`config.mk`:
```
export PLATFORM = sky130hd
export DESIGN_NAME = decode_stage
export DESIGN_NICKNAME = d
export VERILOG_FILES = /design/src/source/cpu_pkg.sv /design/src/source/decode_stage.sv
export VERILOG_INCLUDE_DIRS = /design/src /design/src/source
export SDC_FILE = /design/constraint.sdc
export NUM_CORES = 1
export LEC_CHECK = 0
export ABC_AREA = 1
export BUFFER_PORTS_ARGS = -buffer_cell sky130_fd_sc_hd__buf_2
export CAP_MARGIN = 20
export CORE_AREA = 2 2 177 179
export DETAILED_ROUTE_END_ITERATION = 8
export DIE_AREA = 0 0 179 181
export PLACE_DENSITY = 0.43
export RECOVER_POWER = 100
export SLEW_MARGIN = 20
export SYNTH_ARGS = -nofsm -noshare
export SYNTH_HDL_FRONTEND = slang
export SYNTH_SLANG_ARGS = --single-unit
```
`constraint.sdc`:
```
create_clock -name clk -period 1.38 [get_ports clk]
set_input_delay 0.138 -clock clk [delete_from_list [all_inputs] [get_ports clk]]
set_output_delay 0.138 -clock clk [all_outputs]
set_load 0.02 [all_outputs]
```
`src/source/cpu_defines.svh`:
```
`ifndef CPU_DEFINES_SVH
`define CPU_DEFINES_SVH

`define CPU_XLEN  64
`define CPU_ILEN  32
`define CPU_NREGS 32
`define CPU_RADDR 5

// Opcodes, always in bits 0..5
`define OP_ALU  6'b101010
`define OP_LD   6'b100000
`define OP_SD   6'b100001
`define OP_BEZ  6'b100010
`define OP_BNEZ 6'b100011
`define OP_NOP  6'b111100

// ALU function codes
`define FN_AND 6'b000001
`define FN_OR  6'b000010
`define FN_XOR 6'b000011
`define FN_NOT 6'b000100
`define FN_MOV 6'b000101
`define FN_ADD 6'b000110
`define FN_SUB 6'b000111

// Lane widths 8/16/32/64
`define WW_B 2'b00
`define WW_H 2'b01
`define WW_W 2'b10
`define WW_D 2'b11

`define PPP_ALL 3'b000
`define PPP_HI  3'b001  // Bits 0..31, the upper half
`define PPP_LO  3'b010  // Bits 32..63

`define CPU_NOP_INSTR {`OP_NOP, 26'd0}

`endif

```
`src/source/cpu_pkg.sv`:
```
`default_nettype none

`include "cpu_defines.svh"

package cpu_pkg;

  // Register format, used by ALU operations
  typedef struct packed {
    logic [0:5]            opcode;
    logic [0:`CPU_RADDR-1] rd;
    logic [0:`CPU_RADDR-1] ra;
    logic [0:`CPU_RADDR-1] rb;
    logic [0:2]            ppp;
    logic [0:1]            ww;
    logic [0:5]            func;
  } instr_r_t;

  // Memory and branch format
  typedef struct packed {
    logic [0:5]            opcode;
    logic [0:`CPU_RADDR-1] rd;
    logic [0:`CPU_RADDR-1] ra;   // Not used
    logic [0:15]           imm;
  } instr_m_t;

  typedef union packed {
    instr_r_t r;
    instr_m_t m;
  } instr_u;

  // Applies a partial write on top of the old register value
  function automatic logic [0:`CPU_XLEN-1] ppp_merge(input logic [0:2] ppp,
                                                     input logic [0:`CPU_XLEN-1] new_val,
                                                     input logic [0:`CPU_XLEN-1] old_val);
    case (ppp)
      `PPP_HI: return {new_val[0:`CPU_XLEN/2-1], old_val[`CPU_XLEN/2:`CPU_XLEN-1]};
      `PPP_LO: return {old_val[0:`CPU_XLEN/2-1], new_val[`CPU_XLEN/2:`CPU_XLEN-1]};
      default: return new_val;  // PPP_ALL and unused codes
    endcase
  endfunction

endpackage

`default_nettype wire

```
`src/source/decode_stage.sv`:
```
`default_nettype none

`include "cpu_defines.svh"

module decode_stage
  import cpu_pkg::*;
(
  input  wire                    clk,
  input  wire                    reset,
  input  wire instr_u            if_instr,
  input  wire [0:`CPU_XLEN-1]    ra_data,
  input  wire [0:`CPU_XLEN-1]    rb_data,
  input  wire [0:`CPU_XLEN-1]    rt_data,
  output logic [0:`CPU_RADDR-1]  ra_addr,
  output logic [0:`CPU_RADDR-1]  rb_addr,
  output logic [0:`CPU_RADDR-1]  rt_addr,
  output logic                   stall,
  output logic                   branch_taken,
  output logic [0:31]            branch_target,
  output logic                   ex_valid,
  output logic                   ex_alu,
  output logic                   ex_ld,
  output logic                   ex_sd,
  output logic [0:5]             ex_func,
  output logic [0:1]             ex_ww,
  output logic [0:2]             ex_ppp,
  output logic [0:`CPU_RADDR-1]  ex_rd,
  output logic [0:`CPU_RADDR-1]  ex_ra,
  output logic [0:`CPU_RADDR-1]  ex_rb,
  output logic [0:15]            ex_imm,
  output logic [0:`CPU_XLEN-1]   ex_ra_data,
  output logic [0:`CPU_XLEN-1]   ex_rb_data
);

  logic [0:5] opcode;
  logic       is_alu;
  logic       is_ld;
  logic       is_sd;
  logic       is_bez;
  logic       is_bnez;
  logic       rt_zero;

  assign opcode  = if_instr.r.opcode;  // Same place in both formats
  assign is_alu  = (opcode == `OP_ALU);
  assign is_ld   = (opcode == `OP_LD);
  assign is_sd   = (opcode == `OP_SD);
  assign is_bez  = (opcode == `OP_BEZ);
  assign is_bnez = (opcode == `OP_BNEZ);

  assign ra_addr = if_instr.r.ra;
  assign rb_addr = is_sd ? if_instr.m.rd : if_instr.r.rb;  // Store data is rD
  assign rt_addr = if_instr.m.rd;

  // Test register still being produced in EX
  assign stall = (is_bez || is_bnez) && (ex_alu || ex_ld) && (ex_rd == rt_addr);

  assign rt_zero       = (rt_data == '0);
  assign branch_taken  = !stall && ((is_bez && rt_zero) || (is_bnez && !rt_zero));
  assign branch_target = {16'd0, if_instr.m.imm};

  // ID/EX control with a bubble on stall
  always_ff @(posedge clk) begin
    if (reset || stall) begin
      ex_valid <= 1'b0;
      ex_alu   <= 1'b0;
      ex_ld    <= 1'b0;
      ex_sd    <= 1'b0;
    end else begin
      ex_valid <= 1'b1;
      ex_alu   <= is_alu;
      ex_ld    <= is_ld;
      ex_sd    <= is_sd;
    end
  end

  always_ff @(posedge clk) begin
    ex_func    <= if_instr.r.func;
    ex_ww      <= if_instr.r.ww;
    ex_ppp     <= is_alu ? if_instr.r.ppp : `PPP_ALL;  // Loads write the whole register
    ex_rd      <= if_instr.r.rd;
    ex_ra      <= ra_addr;
    ex_rb      <= rb_addr;
    ex_imm     <= if_instr.m.imm;
    ex_ra_data <= ra_data;
    ex_rb_data <= rb_data;
  end

  a_ex_class_onehot: assert property (@(posedge clk) disable iff (reset)
    $onehot0({ex_alu, ex_ld, ex_sd}));

endmodule

`default_nettype wire

```
======== Word-level counts from Yosys, hierarchy flattened ========
Index checks and enable logic that the tools add are counted.
word-level totals
  output and inout port bits .............. 223
  register bits after elaboration ......... 174
  bits of input ports ..................... 226
cells by class
  multiplexer cells ....................... 2
  equal/unequal tests ..................... 6
  reduce and logical (&&, ||, !) cells .... 12
operators by type and width
  cell                number
  $logic_not 64->1    1
  $eq 6x6->1 const B  5
  $eq 5x5->1          1
  $logic_and 1x1->1   5
  $mux 5              1
  $logic_or 1x1->1    4
  $logic_not 1->1     2
  $mux 1              1

======== Logic depth before layout (Yosys ltp) ========
Gate-level depths: netlist (run 1).
  depth after elaboration ................. 6
  mapped depth ............................ 9
  gate-level depth less buffers ........... 9

======== Least setup slack after synthesis (run 1) ========
Ideal clock, no wire load.
  kind .................................... register to output
  from .................................... register ex_ld
  to ...................................... output branch_taken
  cell stages (with the launch flop) ...... 7
  setup slack ............................. 0.008 ns
  required time ........................... 1.242 ns
  data arrival time ....................... 1.234 ns
  cell sequence ........................... dfxtp_1 > or2_2 > nand3_2 > nor2_4 > nor2_1 > nand2_1 > nor2_1
between the ends
  cells in the longest elaborated chain, start to end .. 5
ends and longest elaborated chain
  element                         line                source
  start: declaration              decode_stage.sv:22  output logic ex_ld,
  start signal: assignment        decode_stage.sv:71  ex_ld <= is_ld;
  $logic_or 1x1->1                decode_stage.sv:55  assign stall = (is_bez || is_bnez) && (ex_alu || ex_ld) && (ex_rd == rt_addr);
  $logic_and 1x1->1 (2 in a row)  decode_stage.sv:55
  via stall                       decode_stage.sv:17  output logic stall,
  $logic_not 1->1                 decode_stage.sv:58  assign branch_taken = !stall && ((is_bez && rt_zero) || (is_bnez && !rt_zero));
  $logic_and 1x1->1               decode_stage.sv:58
  end: declaration                decode_stage.sv:18  output logic branch_taken,
The timed path passes the listed nets, and every way through them passes these cells.

======== Final worst setup path (run 1) ========
  from .................................... register ex_alu
  to ...................................... output branch_taken
between the ends
  cells in the longest elaborated chain, start to end .. 5
ends and longest elaborated chain
  element                         line                source
  start: declaration              decode_stage.sv:21  output logic ex_alu,
  start signal: assignment        decode_stage.sv:70  ex_alu <= is_alu;
  $logic_or 1x1->1                decode_stage.sv:55
  $logic_and 1x1->1 (2 in a row)  decode_stage.sv:55
  $logic_not 1->1                 decode_stage.sv:58
  $logic_and 1x1->1               decode_stage.sv:58
Every way passes these cells.

==> results of run 1 <==
[registers in the layout, indices dropped and copies added (netlist names)]
signal / cells
ex_imm: 16
ex_rb: 5
ex_rd: 5
ex_rb_data: 64
ex_ld: 1
ex_ra_data: 64
ex_valid: 1
ex_alu: 1
ex_ppp: 3
ex_ra: 5
ex_sd: 1
[per-layer routing]
metal	GRT usage [%]	wire length, um	vias up
met5	0	0	-
met1	10.28	6600	1876
met2	19.05	8938	232
met3	3.788	1691	19
li1	-	-	2089
met4	4.618	361	0
[placed cells by master, fill, tap and decap left out, types with 4 or more instances in the layout]
cell type and instances:
dlygate4sd3_1 151, inv_1 7, dfxtp_1 162, clkdlybuf4s25_1 4, dfxtp_2 4, buf_4 8, conb_1 16, nor2_1 53
clkbuf_1 222, buf_6 6, clkbuf_16 17, nand2_1 25, buf_2 200, mux2_1 4
[final cells by class]
cell class / instances / area share [%]
timing repair buffer: 594 / 41.24
multi-input combinational: 115 / 6.318
clock inverter: 12 / 1.901
clock buffer: 20 / 5.455
inverter: 9 / 0.3949
tap: 396 / 5.791
sequential: 166 / 38.90
[timing repair]
action                                 CTS  global route
setup buffers                            0             4
endpoints found under the hold margin  166             0
setup endpoints to repair                2             7
pin swaps                                2             5
hold buffers                           155             0
resized for setup                        8            19
[logic make-up (layout without fill, tap and decap cells)]
| family | count (synthesis) | count (layout) | share of synthesized area (%) |
|---|---|---|---|
| flops | 166 | 166 | 78.91 |
| simple gates | 89 | 89 | 8.913 |
| buf+inv | 59 | 635 | 9.715 |
| xor+xnor | 5 | 5 | 1.040 |
| mux | 5 | 5 | 1.337 |
| other cells | 1 | 16 | 0.08904 |
[how the worst max path moves through the flow]
stage	depth (start not counted)	start	end	slack, ps
floorplan	6	ex_ld$_SDFF_PP0_	branch_taken	8
global placement	11	rt_data[46]	branch_taken	30
detailed placement	11	rt_data[46]	branch_taken	50
CTS	8	ex_rd[2]$_DFF_P_	branch_taken	-380
global route	8	ex_rd[3]$_DFF_P_	branch_taken	-460
finish	7	ex_alu$_SDFF_PP0_	branch_taken	-280
[power by group through the flow]
stage                     clock (uW)  sequential, uW  combinational (uW)
after global routing            5470            5150                1580
after CTS                       5270            5110                1550
after detailed placement           0            5220                1200
after floorplan                    0            5540                 294
after global placement             0            5220                1200
final                           5080            5130                1470
[worst max-delay path, delay by kind of cell (launching register included)]
family        cells  cell delay, ps
simple gates      6             620
flops             1             330
buf+inv           1             150
[metrics by stage]
stage,cell area [um^2],hold slack (ps),util [%],worst slack [ps]
after global routing,8556,63.24,28.19,-458.9
after global placement,6588,240.5,21.71,26.55
final,8556,53.97,28.19,-284.3
after CTS,8786,47.88,28.95,-377.5
after floorplan,4268,165.7,-,8.019
after detailed placement,6588,241.6,21.71,47.75
==> impl_results.md, run 1 <==
* Status: finished with violations
* Failing checks: negative setup slack
* Hold_sp: if_instr[26]
* TritonCTS clock tree: yes
* Min-delay worst type: in2reg
* Share of the synthesized area in the top cell type at 78.91%
* Routed Antenna Nets at 0
* Clock Tree Root: clkbuf_16
* Initial antenna violation count at 0
* Kind of critical path: reg2out
* Post-synth top area cell: dfxtp_1
* Mapped Cells at 325
* Layout Cells excl Fill at 1312
* GRT Util Overall at 10.37%
* Max cap viols at 0
* WP data required at 1240 ps
* Ant. Diodes at 0
* Vias in the first global route at between 4000 and 5000
* Site row count at 64
* Number of enable flip-flop cells after synthesis at 0
* Per-cell routed wire length at 13.41 um
* First-pass GRT wire length at 24580 um
* Register Area at approximately 3300 um^2
* Area growth, synth to finish at 103.1%
* Clock skew at 4.573 ps
* Tcrit/Tclk final at 120.6%
* Drt first pass iters at 4
* Nature of the critical path endpoint: output port
* Fillers at 3268
* Total Routed Length at 17590 um
* Post-placement cell count at between 1000 and 1500
* LEAKAGE at 0.003755 uW
* Max-slew violation count at 0
* Largest net degree at the start of global routing at 17
* Setup Total Neg Slack at -1335 ps
* Most repeated cell in the gate-level netlist after synthesis: dfxtp_1
* Worst Path Max Fanout at 2
* Seq/Total Area, Yosys at 78.91%
* Pint at roughly 8700 uW
* Clock power frac at 43.5%
* Routed vias at roughly 4200
* RSZ-0062 raised after global routing: true
* Maximum vdd drop at 845.4 uV
* Data arrival, critical path at 1530 ps
* Crit path cell chain: or2_4 -> nand3_2 -> nor2_4 -> nor2_2 -> nand2_1 -> nor2_1 -> buf_4
* Sw Pwr at 2951 uW
* Width of the die at 179 um
* CTS Buffer Depth at 2
* Fmax at 600.8 MHz
* Net Sw Frac at 25.26%
* Later-pin clock latency in the skew report at 440 ps
* Hold path depth at 4
* Worst reg2reg setup slack at 20 ps
* Final Hold Viols at 0
* Post-synthesis register bit count at approximately 170
* Design Power at 11680 uW
* Worst R2R Start: ex_alu$_SDFF_PP0_
* Htree depth at 4
* Syn Area/Cell at around 13 um^2
* Worst stage delay on the critical path at 330 ps
* Logic gate share of total power at about an eighth
* Worst setup slack after layout at -284.3 ps
* Synth top cells by count: dfxtp_1 (166), nor2_1 (54), buf_4 (50)
* Die Ht at about 180 um
* Multi-input gate area at 540.5 um^2
* RR Endpoint: ex_sd$_SDFF_PP0_
* Ys Warns at 0
* DR vias/cell at ~3.2
* Worst-case reg-to-reg path depth at 9
* Final Net Count at 1129
* Layout cell share with drive strength beyond 1 at between 20% and 30%
* Clk pin slew, worst setup/hold paths at 70 ps
* Placeable Area at roughly 30000 um^2
* Total I/O pin count at about 450
* Netlist cell types at 17
* Drt drc at 0
* Post-DP HPWL at 12560 um
* PD cells at 1365 nW/um^2
* Synthesized area at between 4000 and 5000 um^2
* Clock Sink Count at 166
* Slowest cell on crit path: dfxtp_1
* Area of the die at 32400 um^2
* Gpl congestion at 0.7908
* DR iter-0 viols at 107
* Startpoint types: register
* Starting Density at ~14%
* Total congestion overflow at 0
* Primary FF master, synth: dfxtp_1
* Area contributors post-synth: dfxtp_1 (79%), buf_4 (8.9%), nor2_1 (4.8%)
* Min Tclk post-route at 1664 ps
* Total CTS buffers at 17
* Post-synth ARST share at 0%
* Final number of setup-violating endpoints at 7
* Sequential share of power at 43.9%
* Hold Path End: ex_ld$_SDFF_PP0_
* I/O Buffers at ~430
(Power assumes the default switching activity.)
==> inputs of run 2 (changes only) <==
Settings changed: BUFFER_PORTS_ARGS -buffer_cell sky130_fd_sc_hd__buf_2 to -buffer_cell sky130_fd_sc_hd__buf_4, PLACE_DENSITY 0.43 to unset.
==> impl_results.md, run 2 (synthesis gave the netlist of run 1 again) <==
* Min Tclk post-route at 1694 ps (was 1664 ps)
* Gpl congestion at 0.7787 (was 0.7908)
* Pint at 8507 uW (was 8729 uW)
* Pre-CTS setup slack at 19.90 ps (was 47.75 ps)
* Total congestion overflow at 0 (unchanged)
* Max cap viols at 0 (unchanged)
* Area of the die at 32400 um^2 (unchanged)
* WP data required at 1240 ps (about the same)
* Final Net Count at 1128 (was 1129)
* Routed Antenna Nets at 0 (unchanged)
* Maximum vdd drop at 920.6 uV (was 845.4 uV)
* CTS Buffer Depth at 2 (unchanged)
* Worst R2R Start: ex_rd[2]$_DFF_P_ (was ex_alu$_SDFF_PP0_)
* Nature of the critical path endpoint: output port (unchanged)
* Slowest cell on crit path: dfxtp_2 (was dfxtp_1)
* Width of the die at 179 um (unchanged)
* Sw Pwr at 2981 uW (was 2951 uW)
* Layout cell share with drive strength beyond 1 at 37.53% (was 28.82%)
* Clock skew at 3.499 ps (was 4.573 ps)
* Drt first pass iters at 5 (was 4)
* Failing checks: negative setup slack (unchanged)
* Later-pin clock latency in the skew report at 440 ps (about the same)
* I/O Buffers at 432 (unchanged)
* DR vias/cell at 3.269 (was 3.213)
* Final number of setup-violating endpoints at 6 (was 7)
* Worst stage delay on the critical path at 330 ps (about the same)
* Routed vias at 4283 (was 4216)
* Per-cell routed wire length at 13.95 um (was 13.41 um)
* Data arrival, critical path at 1560 ps (was 1530 ps)
* Drt drc at 0 (unchanged)
* Net Sw Frac at 25.95% (was 25.26%)
* Kind of critical path: reg2out (unchanged)
* LEAKAGE at 0.004163 uW (was 0.003755 uW)
* Cell family with most CP delay: simple AND/OR/NAND/NOR gates (unchanged)
* Worst setup slack after layout at -313.9 ps (was -284.3 ps)
* Setup crit start: ex_rd[2]$_DFF_P_ (was ex_alu$_SDFF_PP0_)
* PD cells at 1235 nW/um^2 (was 1365 nW/um^2)
* Initial antenna violation count at 0 (unchanged)
* RSZ-0062 raised after global routing: true (unchanged)
* Htree depth at 4 (unchanged)
* Total I/O pin count at 449 (unchanged)
* Post-placement cell count at 1122 (was 1123)
* Commonest non-fill, non-tap cells in the layout: dfxtp_1 (163), buf_4 (163), dlygate4sd3_1 (152) (was clkbuf_1 (222), buf_2 (200), dfxtp_1 (162))
* Vias in the first global route at 4693 (was 4539)
* Status: finished with violations (unchanged)
* Starting Density at 13.88% (unchanged)
* Clock Tree Root: clkbuf_16 (unchanged)
* Total Routed Length at 18270 um (was 17590 um)
* Largest net degree at the start of global routing at 17 (unchanged)
* Max-slew violation count at 0 (unchanged)
* Hold_ws at 56.30 ps (was 53.97 ps)
* Fmax at 590.4 MHz (was 600.8 MHz)
* Fillers at 3180 (was 3268)
* Die Ht at 181 um (unchanged)
* Area growth, synth to finish at 120.9% (was 103.1%)
* Crit path cell chain: xor2_1 -> nor2_1 -> nand2_1 -> nor2_4 -> nor2_2 -> nand2_1 -> nor2_1 -> buf_4 (was or2_4 -> nand3_2 -> nor2_4 -> nor2_2 -> nand2_1 -> nor2_1 -> buf_4)
* Total CTS buffers at 17 (unchanged)
* TritonCTS clock tree: yes (unchanged)
* Tcrit/Tclk final at 122.7% (was 120.6%)
* Site row count at 64 (unchanged)
* Layout Cells excl Fill at 1310 (was 1312)
* Ant. Diodes at 0 (unchanged)
* First-pass GRT wire length at 25850 um (was 24580 um)
* Post-DP HPWL at 13150 um (was 12560 um)
* Min-delay worst type: in2reg (unchanged)
* Clock Sink Count at 166 (unchanged)
* Final Hold Viols at 0 (unchanged)
* Clock power frac at 40.2% (was 43.5%)
* Setup Total Neg Slack at -889.3 ps (was -1335 ps)
* Top Registers: ex_ra_data x64, ex_rb_data x64, ex_imm x16 (unchanged)
* Critical path buffers and inverters at 1 (unchanged)
* Design Power at 11490 uW (was 11680 uW)
* DR iter-0 viols at 67 (was 107)
* Placeable Area at 30350 um^2 (unchanged)
* Logic gate share of total power at 15.1% (was 12.6%)
* Sequential share of power at 44.7% (was 43.9%)
* Worst reg2reg setup slack at 150 ps (was 20 ps)
* Clk pin slew, worst setup/hold paths at 70 ps (about the same)
* GRT Util Overall at 10.92% (was 10.37%)
* Startpoint types: register (unchanged)
* Hold_sp: if_instr[26] (unchanged)
* Worst Path Max Fanout at 2 (unchanged)
run 2: power by group through the flow:
stage                     clock, uW  combinational, uW  sequential [uW]
after floorplan                   0                294             5540
after global placement            0               1530             5240
after detailed placement          0               1550             5240
after CTS                      4790               1920             5140
after global routing           4950               1830             5160
final                          4620               1730             5140
run 2: stage by stage:
| step | util (%) | area (um^2) |
|---|---|---|
| 3_5_place_dp | 25.24 | 7661 |
| 4_1_cts | 32.31 | 9807 |
| 6_report | 30.65 | 9303 |
| 2_1_floorplan | - | 4268 |
| 5_1_grt | 30.65 | 9303 |
| 3_3_place_gp | 25.24 | 7661 |
run 2: cell type report:
type | instances | area (um^2) | area share (%)
clock buffers | 19 | 442.9 | 4.761
inverters | 9 | 33.78 | 0.3631
multi-input cells | 115 | 555.5 | 5.972
repair buffers | 593 | 4327 | 46.51
well taps | 396 | 495.5 | 5.326
flip-flops and latches | 166 | 3327 | 35.76
clock inverters | 12 | 121.4 | 1.305
run 2: path summary, 6_finish.rpt:
check,end,depth (start not counted)
worst min register to register,ex_valid$_DFF_P_,5
worst max register to register,ex_alu$_SDFF_PP0_,8
worst min-delay path,ex_sd$_SDFF_PP0_,3
worst max-delay path,branch_taken,8
run 2: timing repair:
item                                    4_1_cts  5_1_grt
cloned                                        0        0
resized for setup                             7       11
pin swaps                                     3        0
hold endpoints to repair                    166        9
setup buffers                                 0        0
hold buffers                                156        6
endpoints found under the setup margin        2        7
run 2: worst register-to-register path, delay by kind of cell (launching register included):
kind | cells | cell delay (ps)
flops | 1 | 330
xor+xnor | 1 | 140
simple gates | 5 | 460
buf+inv | 2 | 200
run 2: layer usage:
layer / GRT usage (%) / wire (um) / share of wire [%] / vias up
met5: 0 / 0 / 0 / -
met4: 4.650 / 415 / 2.3 / 0
met3: 3.977 / 1717 / 9.4 / 22
met2: 20.69 / 9789 / 54 / 227
met1: 10.38 / 6350 / 35 / 1953
li1: - / - / - / 2081
==> inputs of run 3 (changes only) <==
Settings changed: PLACE_DENSITY set to 0.47.
==> impl_results.md, run 3 (synthesis gave the netlist of run 1 again) <==
* GRT Util Overall at 10.46% (was 10.92%)
* Max cap viols at 0 (unchanged)
* Clock Tree Root: clkbuf_16 (unchanged)
* Pint at 8567 uW (was 8507 uW)
* TritonCTS clock tree: yes (unchanged)
* Fmax at 609.0 MHz (was 590.4 MHz)
* Drt first pass iters at 4 (was 5)
* Fillers at 3275 (was 3180)
* DP Area at 7654 um^2 (was 7661 um^2)
* I/O Buffers at 432 (unchanged)
* Final Net Count at 1127 (was 1128)
* Crit path cell chain: xor2_2 -> nor2_2 -> nand2_2 -> nor2_4 -> nor2_2 -> nand2_1 -> nor2_1 -> buf_4 (was xor2_1 -> nor2_1 -> nand2_1 -> nor2_4 -> nor2_2 -> nand2_1 -> nor2_1 -> buf_4)
* WP data required at 1240 ps (about the same)
* Placeable Area at 30350 um^2 (unchanged)
* Min-delay worst type: in2reg (unchanged)
* Tcrit/Tclk final at 119.0% (was 122.7%)
* Total Routed Length at 17390 um (was 18270 um)
* Final Hold Viols at 0 (unchanged)
* Largest net degree at the start of global routing at 17 (unchanged)
* Clock Sink Count at 166 (unchanged)
* Failing checks: negative setup slack (unchanged)
* Worst stage delay on the critical path at 330 ps (about the same)
* Logic gate share of total power at 14.4% (was 15.1%)
* Max-slew violation count at 0 (unchanged)
* CP most frequent cell: nor2_2
* Total CTS buffers at 17 (unchanged)
* Layout Cells excl Fill at 1311 (was 1310)
* Critical path buffers and inverters at 1 (unchanged)
* Final Cell Area at 9144 um^2 (was 9303 um^2)
* PD cells at 1262 nW/um^2 (was 1235 nW/um^2)
* Drt drc at 0 (unchanged)
* Total congestion overflow at 0 (unchanged)
* Most common cell after layout, fill and taps aside: clkbuf_1
* Commonest non-fill, non-tap cells in the layout: clkbuf_1 (196), dfxtp_1 (161), dlygate4sd3_1 (153) (was dfxtp_1 (163), buf_4 (163), dlygate4sd3_1 (152))
* Top Registers: ex_ra_data x64, ex_rb_data x64, ex_imm x16 (unchanged)
* Fin util at 30.13% (was 30.65%)
* DR iter-0 viols at 92 (was 67)
* Starting Density at 13.88% (unchanged)
* Die Ht at 181 um (unchanged)
* Startpoint types: register (unchanged)
* Htree depth at 4 (unchanged)
* Slowest cell on crit path: dfxtp_2 (unchanged)
* Clock power frac at 41.3% (was 40.2%)
* Worst Path Max Fanout at 2 (unchanged)
* Maximum vdd drop at 807.1 uV (was 920.6 uV)
* Gpl congestion at 0.7561 (was 0.7787)
* Per-cell routed wire length at 13.27 um (was 13.95 um)
* Area growth, synth to finish at 117.1% (was 120.9%)
* Nature of the critical path endpoint: output port (unchanged)
* Site row count at 64 (unchanged)
* Worst setup slack after layout at -262.0 ps (was -313.9 ps)
* Area of the die at 32400 um^2 (unchanged)
* Setup Total Neg Slack at -1182 ps (was -889.3 ps)
* Sw Pwr at 2973 uW (was 2981 uW)
* Total I/O pin count at 449 (unchanged)
* Routed vias at 4229 (was 4283)
* CTS Buffer Depth at 2 (unchanged)
* Design Power at 11540 uW (was 11490 uW)
* Clock skew at 2.181 ps (was 3.499 ps)
* Layout cell share with drive strength beyond 1 at 32.06% (was 37.53%)
* Post-placement cell count at 1121 (was 1122)
* Width of the die at 179 um (unchanged)
* Kind of critical path: reg2out (unchanged)
* Min Tclk post-route at 1642 ps (was 1694 ps)
* Post-DP HPWL at 12960 um (was 13150 um)
* Clk pin slew, worst setup/hold paths at 60 ps (was 70 ps)
* Final number of setup-violating endpoints at 8 (was 6)
* Sequential share of power at 44.4% (was 44.7%)
* Cell family with most CP delay: simple AND/OR/NAND/NOR gates (unchanged)
* RSZ-0062 raised after global routing: true (unchanged)
* DR vias/cell at 3.226 (was 3.269)
* First-pass GRT wire length at 24630 um (was 25850 um)
* Vias in the first global route at 4423 (was 4693)
* Data arrival, critical path at 1500 ps (was 1560 ps)
* Later-pin clock latency in the skew report at 430 ps (was 440 ps)
* Routed Antenna Nets at 0 (unchanged)
* LEAKAGE at 0.003984 uW (was 0.004163 uW)
* Status: finished with violations (unchanged)
* Initial antenna violation count at 0 (unchanged)
* Net Sw Frac at 25.76% (was 25.95%)
==> run 3: what timing repair did <==
action / CTS / global route
pin swaps: 3 / 9
hold buffers: 157 / 2
gates cloned: 0 / 0
setup buffers: 0 / 1
endpoints found under the setup margin: 2 / 7
hold endpoints to repair: 166 / 3
resized for setup: 8 / 15
==> run 3: layout make-up <==
type,instances,area (um^2),share of cell area [%]
flip-flops and latches,166,3329,36.41
inverters,9,33.78,0.3695
clock inverters,12,135.1,1.478
well taps,396,495.5,5.419
diodes,1,2.502,0.02737
repair buffers,592,4116,45.02
multi-input cells,115,564.3,6.171
clock buffers,20,466.7,5.104
==> run 3: final timing paths <==
| check | startpoint | endpoint | slack [ps] | depth (start not counted) |
|---|---|---|---|---|
| setup / recovery | ex_rd[1]$_DFF_P_ | branch_taken | -260 | 8 |
| hold / removal | if_instr[27] | ex_ld$_SDFF_PP0_ | 40 | 4 |
| setup reg to reg | ex_rd[1]$_DFF_P_ | ex_sd$_SDFF_PP0_ | 180 | 8 |
| hold reg to reg | ex_ld$_SDFF_PP0_ | ex_valid$_DFF_P_ | 860 | 5 |
==> run 3: worst min-delay path: cells and delay by family <==
family | cells | cell delay (ps)
buffers and inverters | 2 | 160
AND/OR/NAND/NOR | 2 | 140
==> run 3: routing by layer <==
metal / GRT usage [%] / routed length [um] / part of all wire (%)
met5: 0 / 0 / 0
met4: 5.366 / 463 / 2.7
met3: 3.788 / 1647 / 9.5
met2: 19.25 / 9126 / 52
met1: 10.08 / 6155 / 35
==> run 3: per-stage QoR <==
step	hold slack (ps)	worst slack [ps]
final	37.89	-262.0
after global routing	34.82	-389.4
after CTS	22.71	-374.9
after global placement	242.3	41.60
after detailed placement	243.6	35.51
after floorplan	165.7	8.019
==> run 3: power by group through the flow <==
stage / registers [uW] / logic [uW] / clock network, uW
after floorplan: 5540 / 294 / 0
after global placement: 5220 / 1540 / 0
after detailed placement: 5230 / 1540 / 0
after CTS: 5120 / 1930 / 4960
after global routing: 5140 / 1770 / 5150
final: 5120 / 1660 / 4760
